==> src/logic/rv_isa_pkg.sv <==
`default_nettype none

package rv_isa_pkg;

    // Major opcodes, instruction bits [6:0].
    localparam logic [6:0] OPC_LUI    = 7'b0110111;
    localparam logic [6:0] OPC_AUIPC  = 7'b0010111;
    localparam logic [6:0] OPC_JAL    = 7'b1101111;
    localparam logic [6:0] OPC_JALR   = 7'b1100111;
    localparam logic [6:0] OPC_BRANCH = 7'b1100011;
    localparam logic [6:0] OPC_LOAD   = 7'b0000011;
    localparam logic [6:0] OPC_STORE  = 7'b0100011;
    localparam logic [6:0] OPC_OPIMM  = 7'b0010011;
    localparam logic [6:0] OPC_OP     = 7'b0110011;

    // ALU funct3.
    localparam logic [2:0] F3_ADD  = 3'b000;
    localparam logic [2:0] F3_SLL  = 3'b001;
    localparam logic [2:0] F3_SLT  = 3'b010;
    localparam logic [2:0] F3_SLTU = 3'b011;
    localparam logic [2:0] F3_XOR  = 3'b100;
    localparam logic [2:0] F3_SR   = 3'b101;
    localparam logic [2:0] F3_OR   = 3'b110;
    localparam logic [2:0] F3_AND  = 3'b111;

    // Branch funct3.
    localparam logic [2:0] F3_BEQ  = 3'b000;
    localparam logic [2:0] F3_BNE  = 3'b001;
    localparam logic [2:0] F3_BLT  = 3'b100;
    localparam logic [2:0] F3_BGE  = 3'b101;
    localparam logic [2:0] F3_BLTU = 3'b110;
    localparam logic [2:0] F3_BGEU = 3'b111;

    // Load and store width funct3.
    localparam logic [2:0] F3_B  = 3'b000;
    localparam logic [2:0] F3_H  = 3'b001;
    localparam logic [2:0] F3_W  = 3'b010;
    localparam logic [2:0] F3_BU = 3'b100;
    localparam logic [2:0] F3_HU = 3'b101;

    typedef struct packed {
        logic [6:0] funct7;
        logic [4:0] rs2;
        logic [4:0] rs1;
        logic [2:0] funct3;
        logic [4:0] rd;
        logic [6:0] opcode;
    } r_view_t;

    typedef struct packed {
        logic [6:0] imm_hi;
        logic [4:0] rs2;
        logic [4:0] rs1;
        logic [2:0] funct3;
        logic [4:0] imm_lo;
        logic [6:0] opcode;
    } s_view_t;

    // Stores and branches split their immediate around rs1/rs2.
    typedef union packed {
        r_view_t r_view;
        s_view_t s_view;
    } instr_t;

    typedef enum logic [3:0] {
        ALU_ADD,
        ALU_SUB,
        ALU_SLL,
        ALU_SLT,
        ALU_SLTU,
        ALU_XOR,
        ALU_SRL,
        ALU_SRA,
        ALU_OR,
        ALU_AND
    } alu_op_t;

endpackage

`default_nettype wire
==> src/logic/rv_core_pkg.sv <==
`default_nettype none

package rv_core_pkg;

    typedef enum logic [2:0] {
        ST_FETCH,
        ST_DECODE,
        ST_EXEC,
        ST_MEM,
        ST_WB
    } state_t;

    typedef enum logic [1:0] {
        RES_ALU,
        RES_MEM,
        RES_PC4
    } res_src_t;

    typedef struct packed {
        logic [31:0]        pc;
        rv_isa_pkg::instr_t instr;
    } fetch_bus_t;

    typedef struct packed {
        logic [31:0]         pc;
        logic [31:0]         imm;
        logic [4:0]          rs1;
        logic [4:0]          rs2;
        logic [4:0]          rd;
        logic [2:0]          funct3;
        rv_isa_pkg::alu_op_t alu_op;
        logic                a_is_pc;
        logic                b_is_imm;
        logic                is_branch;
        logic                is_jal;
        logic                is_jalr;
        logic                is_load;
        logic                is_store;
        logic                reg_write;
        res_src_t            res_src;
    } decode_bus_t;

    typedef struct packed {
        logic [31:0] alu_result;
        logic [31:0] pc_p4;
        logic [31:0] pc_target;
        logic        pc_select;
        logic [4:0]  rd;
        logic [2:0]  funct3;
        logic        reg_write;
        res_src_t    res_src;
        logic        is_load;
        logic        is_store;
        logic [31:0] wdata;
        logic [3:0]  wsel;
    } exec_bus_t;

endpackage

`default_nettype wire

==> src/logic/rv_core.sv <==
`timescale 1ns/1ps
`default_nettype none

module rv_core
#(
    parameter logic [31:0] RESET_ADDR = 32'h0000_0000
)
(
    input  wire         i_clk,
    input  wire         i_reset_n,
    output logic [31:0] o_wb_adr,
    output logic [31:0] o_wb_dat,
    input  wire  [31:0] i_wb_dat,
    output logic [3:0]  o_wb_sel,
    output logic        o_wb_we,
    output logic        o_wb_stb,
    input  wire         i_wb_ack,
    output logic        o_wb_cyc
);

    import rv_core_pkg::*;

    state_t      state, state_nxt;
    logic        running, fetch_req, mem_op, bus_data, fetch_latch, mem_latch, reg_wr;
    logic [31:0] pc, rdata1, rdata2, wb_data;
    logic [4:0]  rs1, rs2, wb_rd;
    fetch_bus_t  fetch_bus;
    decode_bus_t decode_bus;
    exec_bus_t   exec_bus;

    // Holds the bus idle through the reset cycle.
    always_ff @(posedge i_clk)
    begin
        if (!i_reset_n)
            running <= 1'b0;
        else
            running <= 1'b1;
    end

    assign fetch_req = (state == ST_FETCH) & running;
    assign mem_op = exec_bus.is_load | exec_bus.is_store;
    assign bus_data = (state == ST_MEM) & mem_op;
    assign fetch_latch = fetch_req & i_wb_ack;
    assign mem_latch = bus_data & i_wb_ack;
    assign reg_wr = (state == ST_WB) & exec_bus.reg_write;

    always_comb
    begin
        state_nxt = state;
        case (state)
            ST_FETCH:  state_nxt = fetch_latch ? ST_DECODE : ST_FETCH;
            ST_DECODE: state_nxt = ST_EXEC;
            ST_EXEC:   state_nxt = ST_MEM;
            ST_MEM:    state_nxt = (!mem_op || i_wb_ack) ? ST_WB : ST_MEM;
            ST_WB:     state_nxt = ST_FETCH;
            default:   state_nxt = ST_FETCH;
        endcase
    end

    always_ff @(posedge i_clk)
    begin
        if (!i_reset_n)
            state <= ST_FETCH;
        else
            state <= state_nxt;
    end

    // Data phase owns the bus only in ST_MEM.
    assign o_wb_adr = bus_data ? exec_bus.alu_result : pc;
    assign o_wb_dat = exec_bus.wdata;
    assign o_wb_we = bus_data & exec_bus.is_store;
    assign o_wb_sel = (bus_data & exec_bus.is_store) ? exec_bus.wsel : 4'b1111;
    assign o_wb_cyc = fetch_req | bus_data;
    assign o_wb_stb = fetch_req | bus_data;

    rv_fetch
    #(
        .RESET_ADDR (RESET_ADDR)
    )
    u_fetch
    (
        .i_clk      (i_clk),
        .i_reset_n  (i_reset_n),
        .i_latch    (fetch_latch),
        .i_advance  (state == ST_WB),
        .i_instr    (i_wb_dat),
        .i_exec     (exec_bus),
        .o_pc       (pc),
        .o_bus      (fetch_bus)
    );

    rv_decode
    u_decode
    (
        .i_clk      (i_clk),
        .i_bus      (fetch_bus),
        .o_rs1      (rs1),
        .o_rs2      (rs2),
        .o_bus      (decode_bus)
    );

    rv_regs
    u_regs
    (
        .i_clk      (i_clk),
        .i_reset_n  (i_reset_n),
        .i_rs1      (rs1),
        .i_rs2      (rs2),
        .i_rd       (wb_rd),
        .i_write    (reg_wr),
        .i_data     (wb_data),
        .o_data1    (rdata1),
        .o_data2    (rdata2)
    );

    rv_execute
    u_execute
    (
        .i_clk      (i_clk),
        .i_bus      (decode_bus),
        .i_rdata1   (rdata1),
        .i_rdata2   (rdata2),
        .o_bus      (exec_bus)
    );

    rv_writeback
    u_writeback
    (
        .i_clk      (i_clk),
        .i_latch    (mem_latch),
        .i_bus      (exec_bus),
        .i_data     (i_wb_dat),
        .o_rd       (wb_rd),
        .o_data     (wb_data)
    );

endmodule

`default_nettype wire

==> src/logic/rv_writeback.sv <==
`timescale 1ns/1ps
`default_nettype none

module rv_writeback
(
    input  wire                      i_clk,
    input  wire                      i_latch,
    input  wire rv_core_pkg::exec_bus_t i_bus,
    input  wire [31:0]               i_data,
    output logic [4:0]               o_rd,
    output logic [31:0]              o_data
);

    import rv_isa_pkg::*;
    import rv_core_pkg::*;

    logic [31:0] load_word, load_val;
    logic [7:0]  lane_b;
    logic [15:0] lane_h;

    always_ff @(posedge i_clk)
    begin
        if (i_latch)
            load_word <= i_data;
    end

    // Low address bits pick the lane.
    assign lane_b = load_word[{i_bus.alu_result[1:0], 3'b000} +: 8];
    assign lane_h = i_bus.alu_result[1] ? load_word[31:16] : load_word[15:0];

    always_comb
    begin
        case (i_bus.funct3)
            F3_B:    load_val = {{24{lane_b[7]}}, lane_b};
            F3_H:    load_val = {{16{lane_h[15]}}, lane_h};
            F3_BU:   load_val = {24'd0, lane_b};
            F3_HU:   load_val = {16'd0, lane_h};
            default: load_val = load_word;
        endcase
    end

    always_comb
    begin
        case (i_bus.res_src)
            RES_MEM: o_data = load_val;
            RES_PC4: o_data = i_bus.pc_p4;
            default: o_data = i_bus.alu_result;
        endcase
    end

    assign o_rd = i_bus.rd;

endmodule

`default_nettype wire

==> src/logic/rv_regs.sv <==
`timescale 1ns/1ps
`default_nettype none

module rv_regs
(
    input  wire        i_clk,
    input  wire        i_reset_n,
    input  wire [4:0]  i_rs1,
    input  wire [4:0]  i_rs2,
    input  wire [4:0]  i_rd,
    input  wire        i_write,
    input  wire [31:0] i_data,
    output logic [31:0] o_data1,
    output logic [31:0] o_data2
);

    // x0 has no storage.
    logic [31:0] regs [1:31];

    always_ff @(posedge i_clk)
    begin
        if (!i_reset_n)
        begin
            for (int i = 1; i < 32; i++)
                regs[i] <= '0;
        end
        else if (i_write && i_rd != 5'd0)
            regs[i_rd] <= i_data;
    end

    assign o_data1 = (i_rs1 == 5'd0) ? '0 : regs[i_rs1];
    assign o_data2 = (i_rs2 == 5'd0) ? '0 : regs[i_rs2];

endmodule

`default_nettype wire

==> src/logic/rv_execute.sv <==
`timescale 1ns/1ps
`default_nettype none

module rv_execute
(
    input  wire                        i_clk,
    input  wire rv_core_pkg::decode_bus_t i_bus,
    input  wire [31:0]                 i_rdata1,
    input  wire [31:0]                 i_rdata2,
    output rv_core_pkg::exec_bus_t     o_bus
);

    import rv_isa_pkg::*;

    logic [31:0] op_a, op_b, result, jalr_sum, wdata;
    logic [3:0]  wsel;
    logic        taken;

    assign op_a = i_bus.a_is_pc ? i_bus.pc : i_rdata1;
    assign op_b = i_bus.b_is_imm ? i_bus.imm : i_rdata2;
    assign jalr_sum = i_rdata1 + i_bus.imm;

    always_comb
    begin
        case (i_bus.alu_op)
            ALU_SUB:  result = op_a - op_b;
            ALU_SLL:  result = op_a << op_b[4:0];
            ALU_SLT:  result = {31'd0, $signed(op_a) < $signed(op_b)};
            ALU_SLTU: result = {31'd0, op_a < op_b};
            ALU_XOR:  result = op_a ^ op_b;
            ALU_SRL:  result = op_a >> op_b[4:0];
            ALU_SRA:  result = $unsigned($signed(op_a) >>> op_b[4:0]);
            ALU_OR:   result = op_a | op_b;
            ALU_AND:  result = op_a & op_b;
            default:  result = op_a + op_b;
        endcase
    end

    // Branches compare the raw register values.
    always_comb
    begin
        case (i_bus.funct3)
            F3_BEQ:  taken = i_rdata1 == i_rdata2;
            F3_BNE:  taken = i_rdata1 != i_rdata2;
            F3_BLT:  taken = $signed(i_rdata1) < $signed(i_rdata2);
            F3_BGE:  taken = $signed(i_rdata1) >= $signed(i_rdata2);
            F3_BLTU: taken = i_rdata1 < i_rdata2;
            F3_BGEU: taken = i_rdata1 >= i_rdata2;
            default: taken = 1'b0;
        endcase
    end

    // Store data is replicated across lanes and sel picks the addressed lane.
    always_comb
    begin
        case (i_bus.funct3)
            F3_B:
            begin
                wdata = {4{i_rdata2[7:0]}};
                wsel = 4'b0001 << result[1:0];
            end
            F3_H:
            begin
                wdata = {2{i_rdata2[15:0]}};
                wsel = result[1] ? 4'b1100 : 4'b0011;
            end
            default:
            begin
                wdata = i_rdata2;
                wsel = 4'b1111;
            end
        endcase
    end

    always_ff @(posedge i_clk)
    begin
        o_bus.alu_result <= result;
        o_bus.pc_p4 <= i_bus.pc + 32'd4;
        o_bus.pc_target <= i_bus.is_jalr ? {jalr_sum[31:1], 1'b0} : i_bus.pc + i_bus.imm;
        o_bus.pc_select <= i_bus.is_jal | i_bus.is_jalr | (i_bus.is_branch & taken);
        o_bus.rd <= i_bus.rd;
        o_bus.funct3 <= i_bus.funct3;
        o_bus.reg_write <= i_bus.reg_write;
        o_bus.res_src <= i_bus.res_src;
        o_bus.is_load <= i_bus.is_load;
        o_bus.is_store <= i_bus.is_store;
        o_bus.wdata <= wdata;
        o_bus.wsel <= wsel;
    end

endmodule

`default_nettype wire

==> src/logic/rv_decode.sv <==
`timescale 1ns/1ps
`default_nettype none

module rv_decode
(
    input  wire                       i_clk,
    input  wire rv_core_pkg::fetch_bus_t i_bus,
    output logic [4:0]                o_rs1,
    output logic [4:0]                o_rs2,
    output rv_core_pkg::decode_bus_t  o_bus
);

    import rv_isa_pkg::*;
    import rv_core_pkg::*;

    instr_t      instr;
    decode_bus_t dec;
    logic [31:0] imm_i, imm_s, imm_b, imm_u, imm_j;

    function automatic alu_op_t alu_sel(input logic [2:0] f3, input logic alt);
        case (f3)
            F3_ADD:  alu_sel = alt ? ALU_SUB : ALU_ADD;
            F3_SLL:  alu_sel = ALU_SLL;
            F3_SLT:  alu_sel = ALU_SLT;
            F3_SLTU: alu_sel = ALU_SLTU;
            F3_XOR:  alu_sel = ALU_XOR;
            F3_SR:   alu_sel = alt ? ALU_SRA : ALU_SRL;
            F3_OR:   alu_sel = ALU_OR;
            default: alu_sel = ALU_AND;
        endcase
    endfunction

    assign instr = i_bus.instr;

    assign imm_i = {{20{instr.r_view.funct7[6]}}, instr.r_view.funct7, instr.r_view.rs2};
    assign imm_s = {{20{instr.s_view.imm_hi[6]}}, instr.s_view.imm_hi, instr.s_view.imm_lo};
    assign imm_b = {{19{instr.s_view.imm_hi[6]}}, instr.s_view.imm_hi[6], instr.s_view.imm_lo[0],
                    instr.s_view.imm_hi[5:0], instr.s_view.imm_lo[4:1], 1'b0};
    assign imm_u = {instr.r_view.funct7, instr.r_view.rs2, instr.r_view.rs1,
                    instr.r_view.funct3, 12'h000};
    assign imm_j = {{11{instr.r_view.funct7[6]}}, instr.r_view.funct7[6], instr.r_view.rs1,
                    instr.r_view.funct3, instr.r_view.rs2[0], instr.r_view.funct7[5:0],
                    instr.r_view.rs2[4:1], 1'b0};

    always_comb
    begin
        dec = '0;
        dec.pc = i_bus.pc;
        dec.rs1 = instr.r_view.rs1;
        dec.rs2 = instr.r_view.rs2;
        dec.rd = instr.r_view.rd;
        dec.funct3 = instr.r_view.funct3;
        dec.alu_op = ALU_ADD;
        dec.res_src = RES_ALU;
        case (instr.r_view.opcode)
            OPC_LUI:
            begin
                // rs1 forced to x0 so the ALU adds to zero.
                dec.rs1 = 5'd0;
                dec.imm = imm_u;
                dec.b_is_imm = 1'b1;
                dec.reg_write = 1'b1;
            end
            OPC_AUIPC:
            begin
                dec.imm = imm_u;
                dec.a_is_pc = 1'b1;
                dec.b_is_imm = 1'b1;
                dec.reg_write = 1'b1;
            end
            OPC_JAL:
            begin
                dec.imm = imm_j;
                dec.is_jal = 1'b1;
                dec.reg_write = 1'b1;
                dec.res_src = RES_PC4;
            end
            OPC_JALR:
            begin
                dec.imm = imm_i;
                dec.is_jalr = 1'b1;
                dec.reg_write = 1'b1;
                dec.res_src = RES_PC4;
            end
            OPC_BRANCH:
            begin
                dec.imm = imm_b;
                dec.is_branch = 1'b1;
            end
            OPC_LOAD:
            begin
                dec.imm = imm_i;
                dec.b_is_imm = 1'b1;
                dec.is_load = 1'b1;
                dec.reg_write = 1'b1;
                dec.res_src = RES_MEM;
            end
            OPC_STORE:
            begin
                dec.imm = imm_s;
                dec.b_is_imm = 1'b1;
                dec.is_store = 1'b1;
            end
            OPC_OPIMM:
            begin
                dec.imm = imm_i;
                dec.b_is_imm = 1'b1;
                dec.reg_write = 1'b1;
                dec.alu_op = alu_sel(instr.r_view.funct3,
                                     instr.r_view.funct7[5] && instr.r_view.funct3 == F3_SR);
            end
            OPC_OP:
            begin
                dec.reg_write = 1'b1;
                dec.alu_op = alu_sel(instr.r_view.funct3, instr.r_view.funct7[5]);
            end
            default:
                ; // Fences and unknown opcodes fall through as no-ops.
        endcase
    end

    assign o_rs1 = dec.rs1;
    assign o_rs2 = dec.rs2;

    always_ff @(posedge i_clk)
    begin
        o_bus <= dec;
    end

endmodule

`default_nettype wire

==> src/logic/rv_fetch.sv <==
`timescale 1ns/1ps
`default_nettype none

module rv_fetch
#(
    parameter logic [31:0] RESET_ADDR = 32'h0000_0000
)
(
    input  wire                     i_clk,
    input  wire                     i_reset_n,
    input  wire                     i_latch,
    input  wire                     i_advance,
    input  wire [31:0]              i_instr,
    input  wire rv_core_pkg::exec_bus_t i_exec,
    output logic [31:0]             o_pc,
    output rv_core_pkg::fetch_bus_t o_bus
);

    logic [31:0] pc;
    logic [31:0] instr;

    always_ff @(posedge i_clk)
    begin
        if (!i_reset_n)
            pc <= RESET_ADDR;
        else if (i_advance)
            pc <= i_exec.pc_select ? i_exec.pc_target : i_exec.pc_p4;
    end

    // Instruction word is captured on the fetch ack.
    always_ff @(posedge i_clk)
    begin
        if (i_latch)
            instr <= i_instr;
    end

    assign o_pc = pc;
    assign o_bus.pc = pc;
    assign o_bus.instr = instr;

endmodule

`default_nettype wire

==> config.mk <==
export PLATFORM = sky130hd
export DESIGN_NAME = rv_core
export DESIGN_NICKNAME = d
export VERILOG_FILES = /design/src/logic/rv_isa_pkg.sv /design/src/logic/rv_core_pkg.sv /design/src/logic/rv_core.sv /design/src/logic/rv_writeback.sv /design/src/logic/rv_regs.sv /design/src/logic/rv_execute.sv /design/src/logic/rv_decode.sv /design/src/logic/rv_fetch.sv
export SDC_FILE = /design/constraint.sdc
export NUM_CORES = 2
export LEC_CHECK = 0
export ABC_AREA = 1
export BUFFER_PORTS_ARGS = -buffer_cell sky130_fd_sc_hd__buf_2
export CAP_MARGIN = 20
export CORE_MARGIN = 1.5
export CORE_UTILIZATION = 30
export DETAILED_ROUTE_END_ITERATION = 16
export PLACE_DENSITY = 0.53
export SKIP_CTS_REPAIR_TIMING = 1
export SYNTH_ARGS = -nofsm -noshare
export SYNTH_HDL_FRONTEND = slang
export SYNTH_SLANG_ARGS = --single-unit
==> constraint.sdc <==
create_clock -name i_clk -period 8.1 [get_ports i_clk]
set_clock_uncertainty 0.1 [all_clocks]
set_input_delay 1.215 -clock i_clk [delete_from_list [all_inputs] [get_ports i_clk]]
set_output_delay 1.215 -clock i_clk [all_outputs]
set_load 0.1 [all_outputs]
## After elaboration in Yosys (flattened, before gate mapping)

Memories as Yosys holds them, arrays and structs flattened. A register that Yosys moved wholly into a read port is not among the register bits.
Index checks and enable logic that the tools add are counted.

| storage, ports and cells | value |
|---|---|
| register bits | 332 |
| memory bits (writable) | 992 |
| bits of input ports | 35 |
| output and inout bits | 71 |
| word-level logic and storage cells | 166 |
| memories kept | 1 |

| operators by class | value |
|---|---|
| add/subtract/negate cells | 5 |
| $lt $le $gt $ge | 6 |
| equality and inequality tests | 40 |
| shift operators | 5 |
| muxes and demuxes | 46 |
| bitwise logic cells | 14 |
| reductions and logical operators | 17 |

Memory list:

| name | depth | bits a word | rd ports | clocked after memory_dff | wr ports | RTL line | source |
|---|---|---|---|---|---|---|---|
| u_regs.regs | 31 | 32 | 2 | 1 | 31 | rv_regs.sv:18 | `logic [31:0] regs [1:31];` |

Operators with widths:

| kind | count |
|---|---|
| one-hot mux 32 bit (9 select lines) | 1 |
| two-way mux 32 bit | 8 |
| one-hot mux 32 bit (5 select lines) | 1 |
| < comparator 32 bit | 4 |
| one-hot mux 32 bit (2 select lines) | 2 |
| one-hot mux 32 bit (4 select lines) | 1 |
| adder 32 bit | 3 |
| greater-or-equal comparator 32 bit | 2 |
| one-hot mux 4 bit (7 select lines) | 2 |
| adder 32 x 3 -> 32 bit, second input constant | 1 |
| bitwise AND 32 bit | 1 |
| equality test 32 bit | 1 |
| != test 32 bit | 1 |
| OR 32 bit | 1 |
| OR reduction 32 bit | 1 |
| indexed part select 32 x 6 -> 8 bit | 1 |
| << shifter 32 x 5 -> 32 bit | 1 |
| >> shifter 32 x 5 -> 32 bit | 1 |
| >>> shifter 32 x 5 -> 32 bit | 1 |
| subtractor 32 bit | 1 |
| XOR 32 bit | 1 |
| equality test 3 bit, second input constant | 10 |
| equality test 7 x 6 -> 1 bit, second input constant | 3 |
| equality test 7 bit, second input constant | 3 |
| other kinds (32) | 81 |

## Logic depth before layout (Yosys ltp)

| logic depth | value |
|---|---|
| word-level depth | 9 |
| depth in mapped cells | 40 |
| gate-level depth less buffers | 38 |

## Cells and area by module

From an unflattened synthesis, not the netlist that was laid out.

| unflattened totals | value |
|---|---|
| cells, all modules | 11501 |
| area total of the unflattened synthesis | 83866.7 um2 |

Modules (own cells, without submodules):

| module | times used | cells an instance | area each (um2) | sequential area each (um2) |
|---|---|---|---|---|
| rv_regs | 1 | 7250 | 56558.0 | 30749.5 |
| rv_execute | 1 | 3171 | 18526.5 | 2922.8 |
| rv_fetch | 1 | 339 | 2902.8 | 1601.5 |
| rv_decode | 1 | 257 | 2681.3 | 1921.8 |
| rv_writeback | 1 | 332 | 2443.6 | 960.9 |
| rv_core | 1 | 152 | 754.5 | 80.1 |

## Worst setup path before layout

OpenSTA, ideal clock, no wires.

| timing | value |
|---|---|
| path type | register -> register |
| start | reg (tool-made name) |
| end | reg u_execute.o_bus[3] (netlist name) |
| setup time | 0.110 ns |
| arrival time | 4.416 ns |
| data required time | 7.890 ns |
| setup slack | 3.474 ns |
| cell stages (with the launch flop) | 32 |
| path buffers | 6 |
| period minus slack after synthesis | 4.626 ns |
| cells stage by stage | dfxtp_1 > buf_4 > inv_2 > buf_2 > buf_2 > clkbuf_1 > clkbuf_1 > a21oi_1 > o21ai_0 > o211ai_1 > a31oi_1 > o21ai_0 > nand3_1 > nand2_1 > o21ai_0 > inv_1 > ha_1 > clkbuf_1 > inv_1 > a21oi_1 > o31ai_1 > nand3_1 > o211ai_1 > a221oi_1 > nand3_1 > nand3_1 > inv_1 > nor3_1 > and2_1 > nand4_1 > nand2_1 > inv_1 |

RTL lines:

| item | RTL line | source |
|---|---|---|
| end: declaration | rv_execute.sv:10 | `output rv_core_pkg::exec_bus_t o_bus` |

## Worst setup path in the final report

| timing | value |
|---|---|
| start | reg u_fetch.instr[5] |
| end | reg u_execute.o_bus[1] (netlist name) |

| on the way | value |
|---|---|
| word-level cells in the longest chain between the ends | 9 |
| elaborated cells between the ends (all ways) | 20 |
| those cells by class | 2 x add/sub; 2 x order compare; 1 x eq/ne; 4 x shift; 6 x mux; 3 x bitwise; 1 x reduce/logical; 1 x memory |

RTL lines:

| item | RTL line | source |
|---|---|---|
| start: declaration | rv_fetch.sv:20 | `logic [31:0] instr;` |
| start signal: assignment | rv_fetch.sv:34 | `instr <= i_instr;` |
| equality test 7 x 6 -> 1 bit * | rv_decode.sv:55 | `case (instr.r_view.opcode)` |
| two-way mux 5 bit * | rv_decode.sv:55 |  |
| memory read (31 x 32 bit) or zero test 5 bit (tied branches) | -- |  |
| two-way mux 32 bit * | rv_regs.sv:31 | `assign o_data1 = (i_rs1 == 5'd0) ? '0 : regs[i_rs1];` |
| two-way mux 32 bit * | rv_execute.sv:19 | `assign op_a = i_bus.a_is_pc ? i_bus.pc : i_rdata1;` |
| adder 32 bit (tied with other cells) | rv_execute.sv:35 | `default: result = op_a + op_b;` |
| one-hot mux 32 bit (9 select lines) * | rv_execute.sv:25 | `case (i_bus.alu_op)` |
| via u_execute.result[0] | rv_execute.sv:15 | `logic [31:0] op_a, op_b, result, jalr_sum, wdata;` |
| << shifter 1 x 2 -> 4 bit * | rv_execute.sv:60 | `wsel = 4'b0001 << result[1:0];` |
| one-hot mux 4 bit (2 select lines) * | rv_execute.sv:56 | `case (i_bus.funct3)` |
| via u_execute.wsel[1] | rv_execute.sv:16 | `logic [3:0] wsel;` |

The timed path passes the listed nets; every way through them passes the cells marked *.
A chain may end at the register's enable or synchronous reset.

==> summary.md <==
| Metric | Value |
|---|---|
| Dpl hpwl | 273 mm |
| DR WL/cell | between 30 and 40 um |
| Slew Limit Fails | 0 |
| Clk_lat worst skew | between 0.8 and 0.9 ns |
| Final nets | between 10,000 and 15,000 |
| Initial DRT Pass Iterations | 9 |
| Final wirelength | around 410 mm |
| Synth-to-layout area growth | 10.9% |
| Initial antenna violation count | 39 |
| Vias in the first global route | between 70,000 and 80,000 |
| CTS tree | yes |
| Depth of the worst hold-timing path | 0 |
| Worst setup path category | flip-flop to flip-flop |
| Max cap viols | 0 |
| Cts bufs inserted | approximately 160 |
| Die X | between 500 and 600 um |
| # DRC | 0 |
| Worst vdd ir | 185 uV |
| Share of the yosys chip area belonging to registers | 0.473 |
| Die H | ~520 um |
| Final hold violation count | 0 |
| Arr. time, crit path | slightly above 8 ns |
| Initial DRC Count | ~13,000 |
| Fmax achieved | 0.131 GHz |
| Max-slew headroom | 0.0843 |
| RSZ-0062 raised after global routing | no |
| Most used cell, CP | nand2_1 |
| Pwr/cell area | approximately 250 nW/um^2 |
| Total grt overflow | 0 |
| FP Rows | between 150 and 200 |
| Finished Core Util | 0.334 |
| Count of input and output buffers | about 110 |
| RD Place Congestion | about 1.0 |
| Critical-path maximum fanout | between 100 and 150 |
| Die ar. | around 270,000 sq um |
| Worst EP required | between 8 and 9 ns |
| Post-synth ARST share | 0 |
| Cell variety after synth | 66 |
| Least-Margin Pin Slew | approximately 1.4 ns |
| Via count | 81,200 |
| Area post-placement | around 84,000 sq um |
| Largest net degree at the start of global routing | 139 |
| Leakage | between 30 and 40 nW |
| Shortest period the worst path allows | between 7 and 8 ns |
| Post-Syn Area | 80,700 sq um |
| Mapped Cells | approximately 10,000 |
| Crit path launch | u_fetch.instr[5] |
| CP peak stage delay | slightly below 0.5 ns |
| Gr usage total | 0.292 |
| Final Cell Area | around 90,000 sq um |
| Top-level port count | 106 |
| PnR worst setup slack | roughly 0.49 ns |
| Psw | 9.24 mW |
| Final setup viols | 0 |
| CP Launch Type | flip-flop |
| Setup_tns | 0 ns |
| Via/cell ratio | between 5 and 6 |
| Clk sink count | between 1,000 and 1,500 |
| Initial core utilization | 0.302 |
| Most frequent cells in the layout | nand2_1, nor2_1, nand3_1 |
| Flop and latch count out of synthesis | 1,361 |
| Hold_sp | u_decode.o_bus[18] |
| Hold Crit Class | flip-flop to flip-flop |
| Outcome | completed |
| Sw Share | 0.407 |
| Most used DFF post-synth | edfxtp_1 |
| Yosys warnings | 0 |
| CORE AREA | roughly 270,000 sq um |
| Endpoint kind of the worst setup timing path | flip-flop |
| Reg2reg path depth | 34 |
| Pre-CTS setup slack | 0.490 ns |
| Internal power | about 13 mW |
| Avg Cell Area, Syn | roughly 7.9 sq um |
| CTS max path bufs | 3 |
| Fin crit share | 0.939 |
| Reg power frac | 0.365 |
| CP max stage cell | edfxtp_1 |
| Commonest non-fill, non-tap cell in the layout | nand2_1 |
| CTS H-tree lvls | 4 |
| Antenna-violating nets left | 0 |
| First-pass GRT wire length | 570 mm |
| Clock slew at reported path FFs | approximately 0.06 ns |
| Layout cells sized above 1 | 0.0713 |
| Hold WS | roughly 0.23 ns |
| R2R Path Start | u_fetch.instr[5] |
| Clock network power share | 0.317 |
| Number of synthesized flops with an enable pin | approximately 1,100 |
| Clk root buf | clkbuf_16 |
| Comb power frac | 0.318 |
critical path: cells and delay by family (launching register included):
kind            cells  cell delay (ns)
fa+ha+maj           2             0.71
flops               1             0.49
compound gates      4             0.75
buf+inv             5             1.10
simple gates       23             4.15
synthesized netlist by cell type, types with 63 or more instances:
cell type  number  area share
o221ai_1      185       0.020
o22ai_1        63      0.0049
nand3_1      1557       0.097
nand2_1      1990       0.093
buf_4          96      0.0089
o211ai_1       89      0.0083
edfxtp_1     1088        0.40
a21oi_1       369       0.023
nand4_1        76      0.0059
buf_2         147      0.0091
dfxtp_1       273       0.068
ha_1          193       0.030
nor2_1       1765       0.082
inv_1         541       0.025
clkbuf_1      495       0.023
o21ai_0       870       0.054
cell families (layout without fill, tap and decap cells):
| kind of cell | count (synthesis) | in the layout | synth area share |
|---|---|---|---|
| buf+inv | 1394 | 1209 | 0.0752 |
| other cells | 1 | 46 | 0.0000465 |
| mux | 10 | 10 | 0.00127 |
| flops | 1361 | 1361 | 0.473 |
| xor+xnor | 68 | 68 | 0.00738 |
| fa+ha+maj | 197 | 197 | 0.0309 |
| simple gates | 5500 | 5500 | 0.286 |
| compound gates | 1747 | 1747 | 0.126 |
area by class of cell:
class	instances	area [sq um]
sequential	1361	38200
tap	3552	4440
multi-input combinational	7554	36900
clock buffer	199	4370
inverter	560	2130
antenna	14	35.0
fill	28100	178000
timing repair buffer	362	2820
clock inverter	88	686
path summary, 6_finish.rpt:
path	to	slack (ns)
max	u_execute.o_bus[1]	0.49
min	u_execute.o_bus[45]	0.23
max reg2reg	u_execute.o_bus[1]	0.49
min reg2reg	u_execute.o_bus[45]	0.23
power groups by stage:
stage	Clock (mW)	Sequential, mW	Combinational [mW]
floorplan	0	8.20	4.10
global placement	0	8.41	6.87
detailed placement	0	8.40	6.91
CTS	7.25	8.26	6.94
global route	7.49	8.31	7.50
finish	7.19	8.29	7.23
registers in the layout (all words and copies together), names as in the netlist, named ones only:
name                   flops
u_execute.o_bus          146
running                    1
u_regs.regs             1024
u_decode.o_bus            86
u_fetch.o_pc              32
state                      3
u_writeback.load_word     32
u_fetch.instr             32
metrics by stage:
| step | cells | power [mW] |
|---|---|---|
| after floorplan | 10300 | 12.3 |
| after global placement | 13400 | 15.3 |
| after detailed placement | 13400 | 15.3 |
| after CTS | 13700 | 22.4 |
| after global routing | 13700 | 23.3 |
| final | 13700 | 22.7 |
metal layers:
layer / track usage / part of all wire
met3: 0.0810 / 0.13
met4: 0.145 / 0.055
met1: 0.399 / 0.41
met2: 0.420 / 0.41
met5: 0 / 0.00047
(Power assumes the default switching activity.)
